`src/hdl/bpu_pkg.sv`:
```
package bpu_pkg;

    localparam int BTB_IDX_W = 9;                 // index into each bank
    localparam int BTB_DEPTH = 1 << BTB_IDX_W;    // entries per bank, btb and local history
    localparam int TAG_W     = 8;                 // taken from pc[19:12]
    localparam int HIST_W    = 5;                 // local history length
    localparam int PHT_PC_W  = 8;                 // pc[10:3] in the pattern index
    localparam int PHT_IDX_W = HIST_W + PHT_PC_W;

    typedef enum logic [1:0] {
        BR_NORMAL,  // conditional
        BR_JUMP,
        BR_CALL,
        BR_RET
    } br_type_t;

    typedef logic [HIST_W-1:0] hist_t;

    typedef struct packed {
        logic                 is_branch;
        br_type_t             br_type;
        logic [TAG_W-1:0]     tag;
        logic [31:0]          target_pc;
    } btb_entry_t;

    // per-slot prediction, comes back with the correction
    typedef struct packed {
        logic                 is_branch;
        br_type_t             br_type;
        logic                 taken;
        logic [31:0]          target_pc;
        logic [1:0]           scnt;
        hist_t                history;
        logic                 need_update;  // no btb hit
    } pred_info_t;

    typedef struct packed {
        logic [31:0]          pc;
        logic [1:0]           mask;         // bit i set when slot i is live
        pred_info_t [1:0]     info;
    } fetch_pkt_t;

    typedef struct packed {
        logic                 update;
        logic [31:0]          pc;
        logic                 is_branch;
        br_type_t             br_type;
        logic                 taken;
        logic [31:0]          target_pc;
        logic                 type_miss;
        logic                 target_miss;
        logic [1:0]           scnt;         // counter seen at fetch
        hist_t                history;      // history seen at fetch
    } correct_info_t;

    // fold two overlapping pc windows
    function automatic logic [BTB_IDX_W-1:0] btb_index(input logic [31:0] pc);
        return pc[BTB_IDX_W+8:9] ^ pc[BTB_IDX_W+2:3];
    endfunction

    function automatic logic [TAG_W-1:0] btb_tag(input logic [31:0] pc);
        return pc[TAG_W+11:12];
    endfunction

    function automatic logic [PHT_IDX_W-1:0] pht_index(input hist_t h, input logic [31:0] pc);
        return {h, pc[PHT_PC_W+2:3]};  // history on top
    endfunction

endpackage
```
`src/hdl/bpu_pc_gen.sv`:
```
`timescale 1ns/1ps

module bpu_pc_gen #(
    parameter logic [31:0] INIT_PC = 32'h1c00_0000
) (
    input  logic                       clk,
    input  logic                       rst_n,
    input  logic                       flush,
    input  logic [31:0]                redir_pc,
    input  logic                       ready,
    output logic                       valid,
    output logic [31:0]                pc,
    input  logic [1:0]                 hit,
    input  bpu_pkg::btb_entry_t [1:0]  entries,
    input  logic [1:0][1:0]            scnt,
    input  bpu_pkg::hist_t [1:0]       hist,
    input  logic [31:0]                ras_top,
    output bpu_pkg::fetch_pkt_t        pkt
);

    logic [1:0]       taken;
    logic [1:0][31:0] target;
    logic [1:0]       mask;
    logic [31:0]      seq_pc;  // next aligned packet
    logic [31:0]      npc;

    for (genvar i = 0; i < 2; i++) begin : g_slot
        // unconditional kinds always go, conditional ones follow the counter msb
        assign taken[i]  = hit[i] & ((entries[i].br_type != bpu_pkg::BR_NORMAL) | scnt[i][1]);
        assign target[i] = (entries[i].br_type == bpu_pkg::BR_RET) ? ras_top
                                                                   : entries[i].target_pc;

        assign pkt.info[i].is_branch   = entries[i].is_branch;
        assign pkt.info[i].br_type     = entries[i].br_type;
        assign pkt.info[i].taken       = taken[i];
        assign pkt.info[i].target_pc   = target[i];
        assign pkt.info[i].scnt        = scnt[i];
        assign pkt.info[i].history     = hist[i];
        assign pkt.info[i].need_update = ~hit[i];
    end

    assign seq_pc  = {pc[31:3] + 29'd1, 3'b000};
    assign mask[0] = ~pc[2];                // entering at slot 1 skips slot 0
    assign mask[1] = ~(mask[0] & taken[0]); // killed by a taken slot 0

    always_comb begin
        if (mask[0] && taken[0]) begin
            npc = target[0];
        end else if (taken[1]) begin
            npc = target[1];
        end else begin
            npc = seq_pc;
        end
    end

    always_ff @(posedge clk) begin
        if (!rst_n) begin
            pc    <= INIT_PC;
            valid <= 1'b0;
        end else begin
            valid <= 1'b1;                  // one packet every cycle
            if (flush) begin
                pc <= redir_pc;             // wins over ready
            end else if (valid && ready) begin
                pc <= npc;
            end
        end
    end

    assign pkt.pc   = pc;
    assign pkt.mask = mask;

    // redirects come from the backend
    a_pc_align: assert property (@(posedge clk) disable iff (!rst_n) pc[1:0] == 2'b00);

endmodule

```
`config.mk`:
```
export PLATFORM = sky130hd
export DESIGN_NAME = bpu_pc_gen
export DESIGN_NICKNAME = d
export VERILOG_FILES = /design/src/hdl/bpu_pkg.sv /design/src/hdl/bpu_pc_gen.sv
export SDC_FILE = /design/constraint.sdc
export NUM_CORES = 1
export LEC_CHECK = 0
export BUFFER_PORTS_ARGS = -buffer_cell sky130_fd_sc_hd__buf_2
export CAP_MARGIN = 20
export CORE_AREA = 2 2 127 129
export CTS_CLUSTER_DIAMETER = 100
export DETAILED_ROUTE_END_ITERATION = 6
export DIE_AREA = 0 0 129 131
export SKIP_CTS_REPAIR_TIMING = 1
export SLEW_MARGIN = 5
export SYNTH_ARGS = -nofsm -noshare
export SYNTH_HDL_FRONTEND = slang
export SYNTH_SLANG_ARGS = --single-unit
```
`constraint.sdc`:
```
create_clock -name clk -period 5.15 [get_ports clk]
set_input_delay 1.03 -clock clk [delete_from_list [all_inputs] [get_ports clk]]
set_output_delay 1.03 -clock clk [all_outputs]
set_load 0.005 [all_outputs]
```
==> summary.txt <==
outcome -> completed
pre-CTS WS -> 1.50 ns
critical path data arrival time -> 2.64 ns
share of cells above drive strength 1 -> 0.533
Min Clock Period, post-route -> 3.67 ns
Seq cells post-synth -> 33
period utilization -> 0.712
area of all placed cells without fillers -> 0.00514 mm2
Switch Pwr -> 0.365 mW
ys async rst share -> 0
Initial DRC Count -> 194
P_int -> 0.661 mW
clk_lat worst skew -> 0.29 ns
Ys Warns -> 0
H-tree Lvls -> 2
DR vias -> 4,609
largest family of logic cells by synthesized area -> compound AO/OA/AOI/OAI gates
Synth Area in Adders -> 0.00328
FF-to-FF Start -> pc[3]$_SDFFE_PN0P_
number of synthesized flops with an enable pin -> 0
Setup TNS -> 0 ns
Synth Area in Compound Gates -> 0.256
combinational share of power -> 0.379
routing usage on met2 -> 0.348
critical path type -> in2out
Core ar. -> 0.0156 mm2
number of remaining DRC errors -> 0
Critical Path Fanout Max -> 23
initial antenna violation count -> 0
min-delay src -> pc[20]$_SDFFE_PN0P_
fin cells -> 912
IO Pins -> 325
Sw Share -> 0.356
sequential share of the synthesized area -> 0.173
most common cell after layout, fill and taps aside -> buf_2
Max Slew Vio Count -> 0
clock buffer depth -> 2
Slew @ Worst Pin -> 0.922 ns
placed cells -> 904
full die area -> 0.0169 mm2
Rows -> 46
reg2reg end -> pc[21]$_SDFFE_PN0P_
Root Buffer -> clkbuf_16
Synth cell types -> 56
post-DP HPWL -> 12.7 mm
Chip Width -> 129 um
PnR worst setup slack -> 1.48 ns
Inserted Diodes -> 0
FF-to-FF path depth -> 6
CP startpoint kind -> primary input
Total GRT Usage -> 0.196
Leak -> 2.36 nW
Max IR drop VDD -> 0.0000981 V
initial core utilization -> 0.244
IO buf count -> 280
Synth Flop Type -> dfxtp_1
worst path required time -> 4.12 ns
end of the worst hold path -> pc[20]$_SDFFE_PN0P_
placed inst area -> 0.00499 mm2
CP Capture Type -> output pin
Num CTS Buffers -> 5
total global routing overflow -> 0
met3 Use GR -> 0.0428
number of global-route vias before repair -> 4,288
clk slew on worst S/H paths -> 0.06 ns
f_max -> 273 MHz
most frequent cells in the layout -> 280 x buf_2, 61 x mux2_2, 43 x a21oi_1, 33 x dfxtp_1, 26 x nand2_1
CTS Sinks -> 33
fin nets -> 867
GR peak layer -> met2
die height -> 131 um
drt wl/cell -> 18.8 um
Max Cap Viol -> 0
share of power burned in the clock network -> 0.307
FILL cells -> 1,702
r2r setup slk -> 2.44 ns
Slew Limit Headroom -> 0.383
Routed WL -> 17.1 mm
Flop pwr share -> 0.313
multiplexer area fraction after synthesis -> 0.193
Cells after Synth -> 488
simple-gate portion of the synthesized area -> 0.181
mean area per synthesized cell -> 7.81 um2
ANT nets after route -> 0
Post-Syn Area -> 0.00381 mm2
first-pass iteration count of the detailed router -> 4
CTS tree -> yes
Pwr Density -> 200 mW/mm2
first-pass GRT wire length -> 24.7 mm
via/cell ratio -> 5.05
Hold Fails Final Rpt -> 0
setup violators final -> 0
Worst Hold Depth -> 2
Synth Area in XOR/XNOR -> 0.0345
RSZ-0062 raised after global routing -> no
pin count of the biggest net entering global routing -> 37
met1 Resource Use GR -> 0.239
area grow syn2layout -> 34.8%
Hold Crit Class -> reg2reg
syn nets -> 659
Power Total -> 1.03 mW
Final Skew -> 0.00440 ns
GP Congestion -> 0.788
through the flow:
step           hold slack (ns)   util
2_1_floorplan            0.521      -
3_3_place_gp             0.561  0.320
3_5_place_dp             0.568  0.320
4_1_cts                  0.575  0.329
5_1_grt                  0.598  0.329
6_report                 0.573  0.329
synth_stat cells, types with 7 or more instances:
cell	instances	area [um2]
nand2b_1	7	43.8
o211ai_1	13	97.6
nor4_1	9	56.3
mux2_2	61	687
nor3_1	17	85.1
nand2_1	28	105
xnor2_1	9	78.8
o221ai_1	21	184
inv_1	8	30.0
nand3_1	23	115
dfxtp_1	33	661
clkbuf_1	23	86.3
a31oi_1	7	43.8
nor2_1	19	71.3
o21ai_0	15	75.1
nand4_1	7	43.8
buf_4	52	390
a21oi_1	43	215
worst max path at each step:
stage                      from  endpoint  slack, ns  cells after the start
floorplan           entries[84]   pkt[52]       1.73                      5
global placement    entries[84]   pkt[84]       1.50                      6
detailed placement  entries[84]   pkt[84]       1.50                      6
CTS                 entries[84]   pkt[84]       1.48                      6
global route        entries[84]   pkt[84]       1.41                      6
finish              entries[84]   pkt[84]       1.48                      6
registers in the layout (all words and copies together) (netlist names):
name and flops:
valid 1, pc 32
critical path, stage by stage:
cell and delay, ns:
buf_2 0.18, o31ai_4 0.27, buf_4 0.38, clkinv_1 0.28, buf_4 0.31, buf_2 0.17
per-layer routing:
| layer | routed length, um | part of all wire | up-vias |
|---|---|---|---|
| li1 | - | - | 2216 |
| met1 | 7160 | 0.42 | 2128 |
| met2 | 8490 | 0.50 | 248 |
| met3 | 1180 | 0.069 | 17 |
| met4 | 295 | 0.017 | 0 |
| met5 | 0 | 0 | - |
cell families after synthesis:
logic type                 Yosys count
buffers and inverters               97
and+or+nand+nor                    133
muxes                               66
DFF                                 33
adders and majority gates            1
AOI/OAI and AO/OA                  143
xor gates and xnor gates            15
area by class of cell:
cell class                      instances  area (um2)  share of cell area
Clock buffer                            7         143              0.0278
Inverter                               10        37.5             0.00730
Multi-Input combinational cell        358        2570               0.499
Sequential cell                        33         661               0.129
Tap cell                              216         270              0.0526
Timing Repair Buffer                  288        1460               0.284
power by group through the flow:
stage | sequential, mW | clock (mW) | combinational, mW
2_1_floorplan | 0.317 | 0 | 0.237
3_3_place_gp | 0.327 | 0 | 0.388
3_5_place_dp | 0.327 | 0 | 0.390
4_1_cts | 0.322 | 0.329 | 0.392
5_1_grt | 0.328 | 0.339 | 0.432
6_report | 0.322 | 0.315 | 0.389
Power figures use the tool's default switching activity.
