File: src/hdl/bpu_pkg.sv
package bpu_pkg;

    localparam int BTB_IDX_W = 9;                 // index into each bank
    localparam int BTB_DEPTH = 1 << BTB_IDX_W;    // entries per bank, btb and local history
    localparam int TAG_W     = 8;                 // taken from pc[19:12]
    localparam int HIST_W    = 5;                 // local history length
    localparam int PHT_PC_W  = 8;                 // pc[10:3] in the pattern index
    localparam int PHT_IDX_W = HIST_W + PHT_PC_W;

    typedef enum logic [1:0] {
        BR_NORMAL,  // conditional
        BR_JUMP,
        BR_CALL,
        BR_RET
    } br_type_t;

    typedef logic [HIST_W-1:0] hist_t;

    typedef struct packed {
        logic                 is_branch;
        br_type_t             br_type;
        logic [TAG_W-1:0]     tag;
        logic [31:0]          target_pc;
    } btb_entry_t;

    // per-slot prediction, comes back with the correction
    typedef struct packed {
        logic                 is_branch;
        br_type_t             br_type;
        logic                 taken;
        logic [31:0]          target_pc;
        logic [1:0]           scnt;
        hist_t                history;
        logic                 need_update;  // no btb hit
    } pred_info_t;

    typedef struct packed {
        logic [31:0]          pc;
        logic [1:0]           mask;         // bit i set when slot i is live
        pred_info_t [1:0]     info;
    } fetch_pkt_t;

    typedef struct packed {
        logic                 update;
        logic [31:0]          pc;
        logic                 is_branch;
        br_type_t             br_type;
        logic                 taken;
        logic [31:0]          target_pc;
        logic                 type_miss;
        logic                 target_miss;
        logic [1:0]           scnt;         // counter seen at fetch
        hist_t                history;      // history seen at fetch
    } correct_info_t;

    // fold two overlapping pc windows
    function automatic logic [BTB_IDX_W-1:0] btb_index(input logic [31:0] pc);
        return pc[BTB_IDX_W+8:9] ^ pc[BTB_IDX_W+2:3];
    endfunction

    function automatic logic [TAG_W-1:0] btb_tag(input logic [31:0] pc);
        return pc[TAG_W+11:12];
    endfunction

    function automatic logic [PHT_IDX_W-1:0] pht_index(input hist_t h, input logic [31:0] pc);
        return {h, pc[PHT_PC_W+2:3]};  // history on top
    endfunction

endpackage
File: src/hdl/bpu_ras.sv
`timescale 1ns/1ps

module bpu_ras #(
    parameter int RAS_DEPTH = 4
) (
    input  logic                     clk,
    input  logic                     rst_n,
    input  bpu_pkg::correct_info_t   corr,
    output logic [31:0]              top
);

    localparam int PTR_W = $clog2(RAS_DEPTH);

    logic [31:0]      stack [RAS_DEPTH];
    logic [PTR_W-1:0] top_ptr;  // newest entry
    logic [PTR_W-1:0] w_ptr;    // one above top
    logic             push;
    logic             pop;

    assign push = corr.update & (corr.br_type == bpu_pkg::BR_CALL);
    assign pop  = corr.update & (corr.br_type == bpu_pkg::BR_RET);
    assign top  = stack[top_ptr];

    always_ff @(posedge clk) begin
        if (!rst_n) begin
            for (int i = 0; i < RAS_DEPTH; i++) begin
                stack[i] <= '0;
            end
            top_ptr <= PTR_W'(RAS_DEPTH - 1);  // empty
            w_ptr   <= '0;
        end else if (push) begin
            stack[w_ptr] <= corr.pc + 32'd4;    // return lands after the call
            top_ptr      <= w_ptr;
            w_ptr        <= w_ptr + 1'b1;       // wraps, overwrites oldest
        end else if (pop) begin
            w_ptr   <= top_ptr;
            top_ptr <= top_ptr - 1'b1;
        end
    end

endmodule

File: config.mk
export PLATFORM = sky130hd
export DESIGN_NAME = bpu_ras
export DESIGN_NICKNAME = d
export VERILOG_FILES = /design/src/hdl/bpu_pkg.sv /design/src/hdl/bpu_ras.sv
export SDC_FILE = /design/constraint.sdc
export NUM_CORES = 1
export LEC_CHECK = 0
export ABC_CLOCK_PERIOD_IN_PS = 4910
export BUFFER_PORTS_ARGS = -buffer_cell sky130_fd_sc_hd__clkbuf_2
export CAP_MARGIN = 10
export CORE_ASPECT_RATIO = 0.9
export CORE_MARGIN = 5
export CORE_UTILIZATION = 45
export CTS_CLUSTER_SIZE = 40
export DETAILED_ROUTE_END_ITERATION = 7
export GPL_TIMING_DRIVEN = 0
export PLACE_DENSITY_LB_ADDON = 0.15
export SYNTH_ARGS = -nofsm -noshare
export SYNTH_HDL_FRONTEND = slang
export SYNTH_SLANG_ARGS = --single-unit
export TNS_END_PERCENT = 1
File: constraint.sdc
create_clock -name clk -period 4.91 [get_ports clk]
set_clock_uncertainty 0.1 [all_clocks]
set_input_delay 0.491 -clock clk [delete_from_list [all_inputs] [get_ports clk]]
set_output_delay 0.491 -clock clk [all_outputs]
set_load 0.02 [all_outputs]
==> results of run 1 <==
-- worst max path at each step --
stage | startpoint | end | slack, ps | cells past startpoint
after floorplan | corr[42] | stack[3][0]$_DFFE_PP_ | 1200 | 2
after global placement | corr[77] | stack[3][26]$_DFFE_PP_ | -980 | 3
after detailed placement | rst_n | stack[1][25]$_SDFFCE_PN0P_ | 830 | 6
after CTS | rst_n | stack[1][1]$_SDFFCE_PN0P_ | 1240 | 6
after global routing | rst_n | stack[1][31]$_SDFFCE_PN0P_ | 1060 | 6
final | rst_n | stack[1][23]$_SDFFCE_PN0P_ | 1190 | 6
-- cell families (layout without fill, tap and decap cells) --
group           count (synthesis)  after routing
flops                         134            134
xor+xnor                        9              9
mux                            33             33
simple gates                  146            146
fa+ha+maj                       1              1
compound gates                 98             98
buf+inv                        37            140
-- power breakdown --
| part | internal (W) | total, W | leakage (nW) | switching (W) |
|---|---|---|---|---|
| clock network | 0.000786 | 0.00124 | 0.274 | 0.000449 |
| logic | 0.000112 | 0.000296 | 1.10 | 0.000184 |
| registers | 0.00130 | 0.00132 | 1.37 | 0.0000154 |
| total | 0.00220 | 0.00285 | 2.75 | 0.000649 |
-- layer usage --
layer,vias to the layer above,track usage [%]
met5,-,0
met1,2153,27.0
met4,0,8.33
met3,24,4.67
li1,1989,-
met2,115,32.5
-- per-stage QoR --
step	setup WS, ps	total power, W
2_1_floorplan	1200	0.00152
3_3_place_gp	-979	0.00163
3_5_place_dp	827	0.00164
4_1_cts	1240	0.00286
5_1_grt	1060	0.00295
6_report	1190	0.00285
-- flip-flops by register name (all words and copies together) (netlist names), named ones only --
signal / flops
w_ptr: 2
top_ptr: 2
stack: 128
-- cells in the final DEF, fill, tap and decap left out, drive strengths merged, types with 2 or more instances in the layout --
cell	count
edfxtp	128
clkbuf	103
a21oi	69
nor2	49
mux4	32
nand2	17
nand3	15
or4	15
and2	14
o31ai	13
buf	13
inv	12
nor3	11
o21ai	10
xnor2	8
clkinv	7
nand4	6
dfxtp	6
nand4b	4
or2	4
or3	4
bufinv	3
nor4	2
o21a	2
nand2b	2
a21boi	2
clkinvlp	2
-- layout make-up --
type | instances | area share [%]
inverters | 12 | 0.598
clock inverters | 12 | 1.79
well taps | 172 | 2.86
flip-flops and latches | 134 | 52.6
multi-input cells | 287 | 29.1
plain buffers | 25 | 1.46
repair buffers | 71 | 5.78
clock buffers | 20 | 5.80
-- worst register-to-register path, delay by kind of cell (launching register included) --
| family | cells | cell delay [ps] |
|---|---|---|
| buffers and inverters | 4 | 1540 |
| DFF | 1 | 420 |
| and+or+nand+nor | 3 | 780 |
-- cells in the mapped netlist (2+ instances only) --
library cell	count
edfxtp_1	128
a21oi_1	69
nor2_1	49
mux4_2	32
clkbuf_1	17
nand2_1	17
nand3_1	15
and2_1	14
o31ai_1	13
inv_1	12
or4_4	12
nor3_1	11
o21ai_0	10
xnor2_1	8
dfxtp_1	6
nand4_1	6
buf_1	5
nand4b_1	4
or2_2	4
or4_1	3
a21boi_0	2
buf_6	2
nand2b_1	2
nor4_1	2
o21a_1	2
or3_1	2
or3_4	2
==> metrics, run 1 <==
chip width approximately 130 µm; Tcrit/Tclk final between 70% and 80%; Reg2Reg Setup Slack 1820 ps; initial antenna violation count 0; via count ~4,300; Yosys reg bits between 100 and 150; PwrDens 378 nW/µm²; core box area between 10,000 and 15,000 µm²; Worst Max-Slew Pin Slew 1090 ps; Worst-path clk slew 50 ps; vias in the first global route between 4,000 and 5,000; critical path cell sequence clkbuf_1 > nor3b_1 > nand3_1 > clkbuf_1 > nand2_2 > buf_16; metal3 WL between 800 and 900 µm; top-area cell type share of the netlist area 61.1%; Starting Density 45.4%; Antenna Nets Post-Route 0; Finished Layout Cells 733; Synth Area in Simple Gates between 10% and 20%; Synth cell types 36; largest family of logic cells by synthesized area simple AND/OR/NAND/NOR gates; Layout Nets between 600 and 700; Crit Path Max Fanout 17; Hold Crit Start corr[46]; Setup CP Type in2reg; Cell Area, Synth around 6300 µm²; CP max stage delay 950 ps; Antenna Cells 0; synth top area cells edfxtp_1 (61%), mux4_2 (11%), a21oi_1 (5.5%); Setup Fix Bufs, Post-CTS 0; Post-Syn Nets roughly 540; CTS root buf clkbuf_16; Setup violations, final 0; overall routing resource usage 20.3%; crit path DAT 3750 ps; io pins approximately 110; clock buffer depth 2; RR Endpoint stack[2][23]$_SDFFCE_PN0P_; cell mode on critical path clkbuf_1; multiplexer share of the synthesized area between 10% and 20%; Slew HR 26.9%; clk_lat worst skew slightly above 400 ps; global-route wire length before repair 24,500 µm; Synth Area in Adders less than 1%; Die ar. about 16,000 µm²; Synth Area in Compound Gates under 10%; hold_buf cts 0; row cnt ~40; DP Wirelength around 11,000 µm; met2 wire length around 7700 µm; Remaining DRCs 0; final core occ between 50% and 60%; clk sink count about 130; Fill cells around 1,200; Hold Path Sink stack[3][1]$_DFFE_PP_; critical path required time just under 5000 ps; post-synthesis instance total between 400 and 500; minimum clock period after layout about 3700 ps; H-tree depth 4; xor/xnor share of the synthesized area under 10%; path type of the worst min-delay path in2reg; Max Used Layer met4; mean area per synthesized cell ~14 µm²; Max Cap Viol 0; ys flop type edfxtp_1; Hold Path Depth 2; Fin. Hold Viols 0; multi-input combinational cell area roughly 2200 µm²; sequential area share after synthesis approximately 63%; sequential cell area roughly 4000 µm²; Initial DRT Pass Iterations 5; GP Congestion 0.870; Met1 Wirelength ~6800 µm; Die Ht 122 µm; Max Slew Vio Count 0; Min Hold Slack 281 ps; RSZ-0062 raised after global routing no; FF-to-FF Start w_ptr[0]$_SDFFE_PN0N_; dpl cell area roughly 7000 µm²; total grt overflow 0; Port-buffer cells 66; CP delay by family, top simple AND/OR/NAND/NOR gates; number of synthesized flops with an enable pin 128; Max Freq roughly 270 MHz; CP Capture Type flip-flop; crit start category primary input; drt via density 5.84; status complete, no violations; Pleak around 2.7 nW; ys async rst share 0%; slowest cell on the critical path nor3b_1; maximum vdd drop roughly 250 µV; DR WL/cell around 21 µm; Yosys Warn Count 0; initial DRC count approximately 370; fin area between 7000 and 8000 µm²; Final TNS setup 0 ps; CTS Buf Count 17; Reg2Reg Depth 7; placed insts 701; leading area contributor after synthesis edfxtp_1; layout overhead on the synthesized area 19.8%; pin count of the biggest net entering global routing 21; CTS tree built; WP buf/inv 3; post-cts sizing count 0; Routed WL about 16,000 µm; share of cells above drive strength 1 approximately 27%
No activity file was read; power rests on OpenSTA's default activity.
==> run 2, diff against run 1 <==
--- a/config.mk
+++ b/config.mk
@@ -5,7 +5,7 @@
 export SDC_FILE = /design/constraint.sdc
 export NUM_CORES = 1
 export LEC_CHECK = 0
-export ABC_CLOCK_PERIOD_IN_PS = 4910
+export ABC_CLOCK_PERIOD_IN_PS = 3400
 export BUFFER_PORTS_ARGS = -buffer_cell sky130_fd_sc_hd__clkbuf_2
 export CAP_MARGIN = 10
 export CORE_ASPECT_RATIO = 0.9
==> constraint.sdc (replaced) <==
create_clock -name clk -period 3.4 [get_ports clk]
set_clock_uncertainty 0.1 [all_clocks]
set_input_delay 0.34 -clock clk [delete_from_list [all_inputs] [get_ports clk]]
set_output_delay 0.34 -clock clk [all_outputs]
set_load 0.02 [all_outputs]
==> metrics, run 2 (synthesis gave the netlist of run 1 again) <==
via count around 4,200; Final TNS setup 0 ps; Worst Max-Slew Pin Slew around 950 ps; GP Congestion around 0.85; pin count of the biggest net entering global routing 31; share of cells above drive strength 1 about 28%; Port-buffer cells 66; initial DRC count between 300 and 400; CP Capture Type flip-flop; Setup CP Type in2reg; crit start category primary input; Setup violations, final 0; Max Freq between 300 and 400 MHz; post-cts sizing count 0; commonest non-fill, non-tap cell in the layout edfxtp_1; maximum vdd drop 309 µV; Routed WL 15,600 µm; Reg2Reg Depth 7; Die Ht between 100 and 150 µm; clk_lat worst skew ~420 ps; Largest register FFs 128; Remaining DRCs 0; Hold Path Depth 2; Setup Fix Bufs, Post-CTS 0; Max Cap Viol 0; CTS tree built; Pleak 2.79 nW; Tcrit/Tclk final 92.4%; Fin. Hold Viols 0; DR WL/cell between 20 and 25 µm; total grt overflow 0; final core occ around 55%; FF-to-FF Start w_ptr[0]$_SDFFE_PN0N_; initial antenna violation count 1; Hold Crit Start corr[45]; Antenna Cells 0; path type of the worst min-delay path in2reg; PwrDens around 560 nW/µm²; most frequent cells in the layout edfxtp_1 (128), a21oi_1 (69), clkbuf_2 (66); dpl cell area roughly 7000 µm²; Worst-path clk slew approximately 60 ps; global-route wire length before repair around 24,000 µm; CTS root buf clkbuf_16; io pins 112; minimum clock period after layout around 3100 ps; Slew HR between 30 and 40%; RR Endpoint stack[0][30]$_SDFFCE_PN0P_; overall routing resource usage 20.1%; hold_buf cts 0; Crit Path Max Fanout 30; vias in the first global route 4,250; biggest registers after layout stack x128, top_ptr x2, w_ptr x2; Final Total Pwr approximately 0.0043 W; H-tree depth 4; Starting Density 45.4%; fin area 7620 µm²; clk sink count approximately 130; Initial DRT Pass Iterations 5; drt via density 5.77; clock buffer depth 2; status complete, no violations; Die ar. 16,400 µm²; chip width between 100 and 150 µm; crit path DAT 3150 ps; critical path required time about 3400 ps; DP Wirelength 10,600 µm; CTS Buf Count 17; Antenna Nets Post-Route 0; Hold Path Sink stack[2][0]$_SDFFCE_PN0P_; row cnt between 40 and 50; RSZ-0062 raised after global routing no; Largest Register stack; core box area ~14,000 µm²; Layout Nets 629; Reg2Reg Setup Slack 280 ps; layout overhead on the synthesized area 21.2%; Max Slew Vio Count 0
-- run 2: critical path, cell delays in order --
cell and delay, ps:
clkbuf_1 440, nor3b_1 830, nand3_1 610, clkbuf_1 430, nand2_2 230, buf_12 250
-- run 2: power by group --
part           internal (W)  total, W  switching (W)
clock network       0.00130   0.00195       0.000655
logic              0.000165  0.000430       0.000265
registers           0.00188   0.00190      0.0000212
total               0.00334   0.00428       0.000941
-- run 2: layer usage --
layer / track usage, % / wire [µm] / up-vias
met2: 32.0 / 7660 / 128
met1: 27.6 / 6810 / 2095
met4: 7.00 / 256 / 2
li1: - / - / 1980
met3: 4.29 / 889 / 28
met5: 0 / 7 / -
-- run 2: final cells by class --
type	instances	area, µm²
buffer	25	110
clock buffer	23	488
clock inverter	9	146
fill	1145	6230
inverter	12	45.0
multi-input combinational	287	2190
sequential	134	3960
tap	172	215
timing repair buffer	71	460
-- run 2: worst max-delay path by stage --
stage                     startpoint                          to  slack [ps]
6_report                       rst_n  stack[1][25]$_SDFFCE_PN0P_         260
3_5_place_dp                   rst_n  stack[1][26]$_SDFFCE_PN0P_        -210
2_1_floorplan                  rst_n   stack[1][0]$_SDFFCE_PN0P_         620
4_1_cts                        rst_n  stack[1][30]$_SDFFCE_PN0P_         210
3_3_place_gp                   rst_n  stack[1][25]$_SDFFCE_PN0P_       -1230
5_1_grt        w_ptr[0]$_SDFFE_PN0N_  stack[2][21]$_SDFFCE_PN0P_          20
-- run 2: stage by stage --
step                setup WS (ps)  hold slack (ps)  cells
finish                        259              131    733
global route                 18.1              148    733
CTS                           205              121    733
detailed placement           -211              424    701
global placement            -1230              396    696
floorplan                     615              382    458
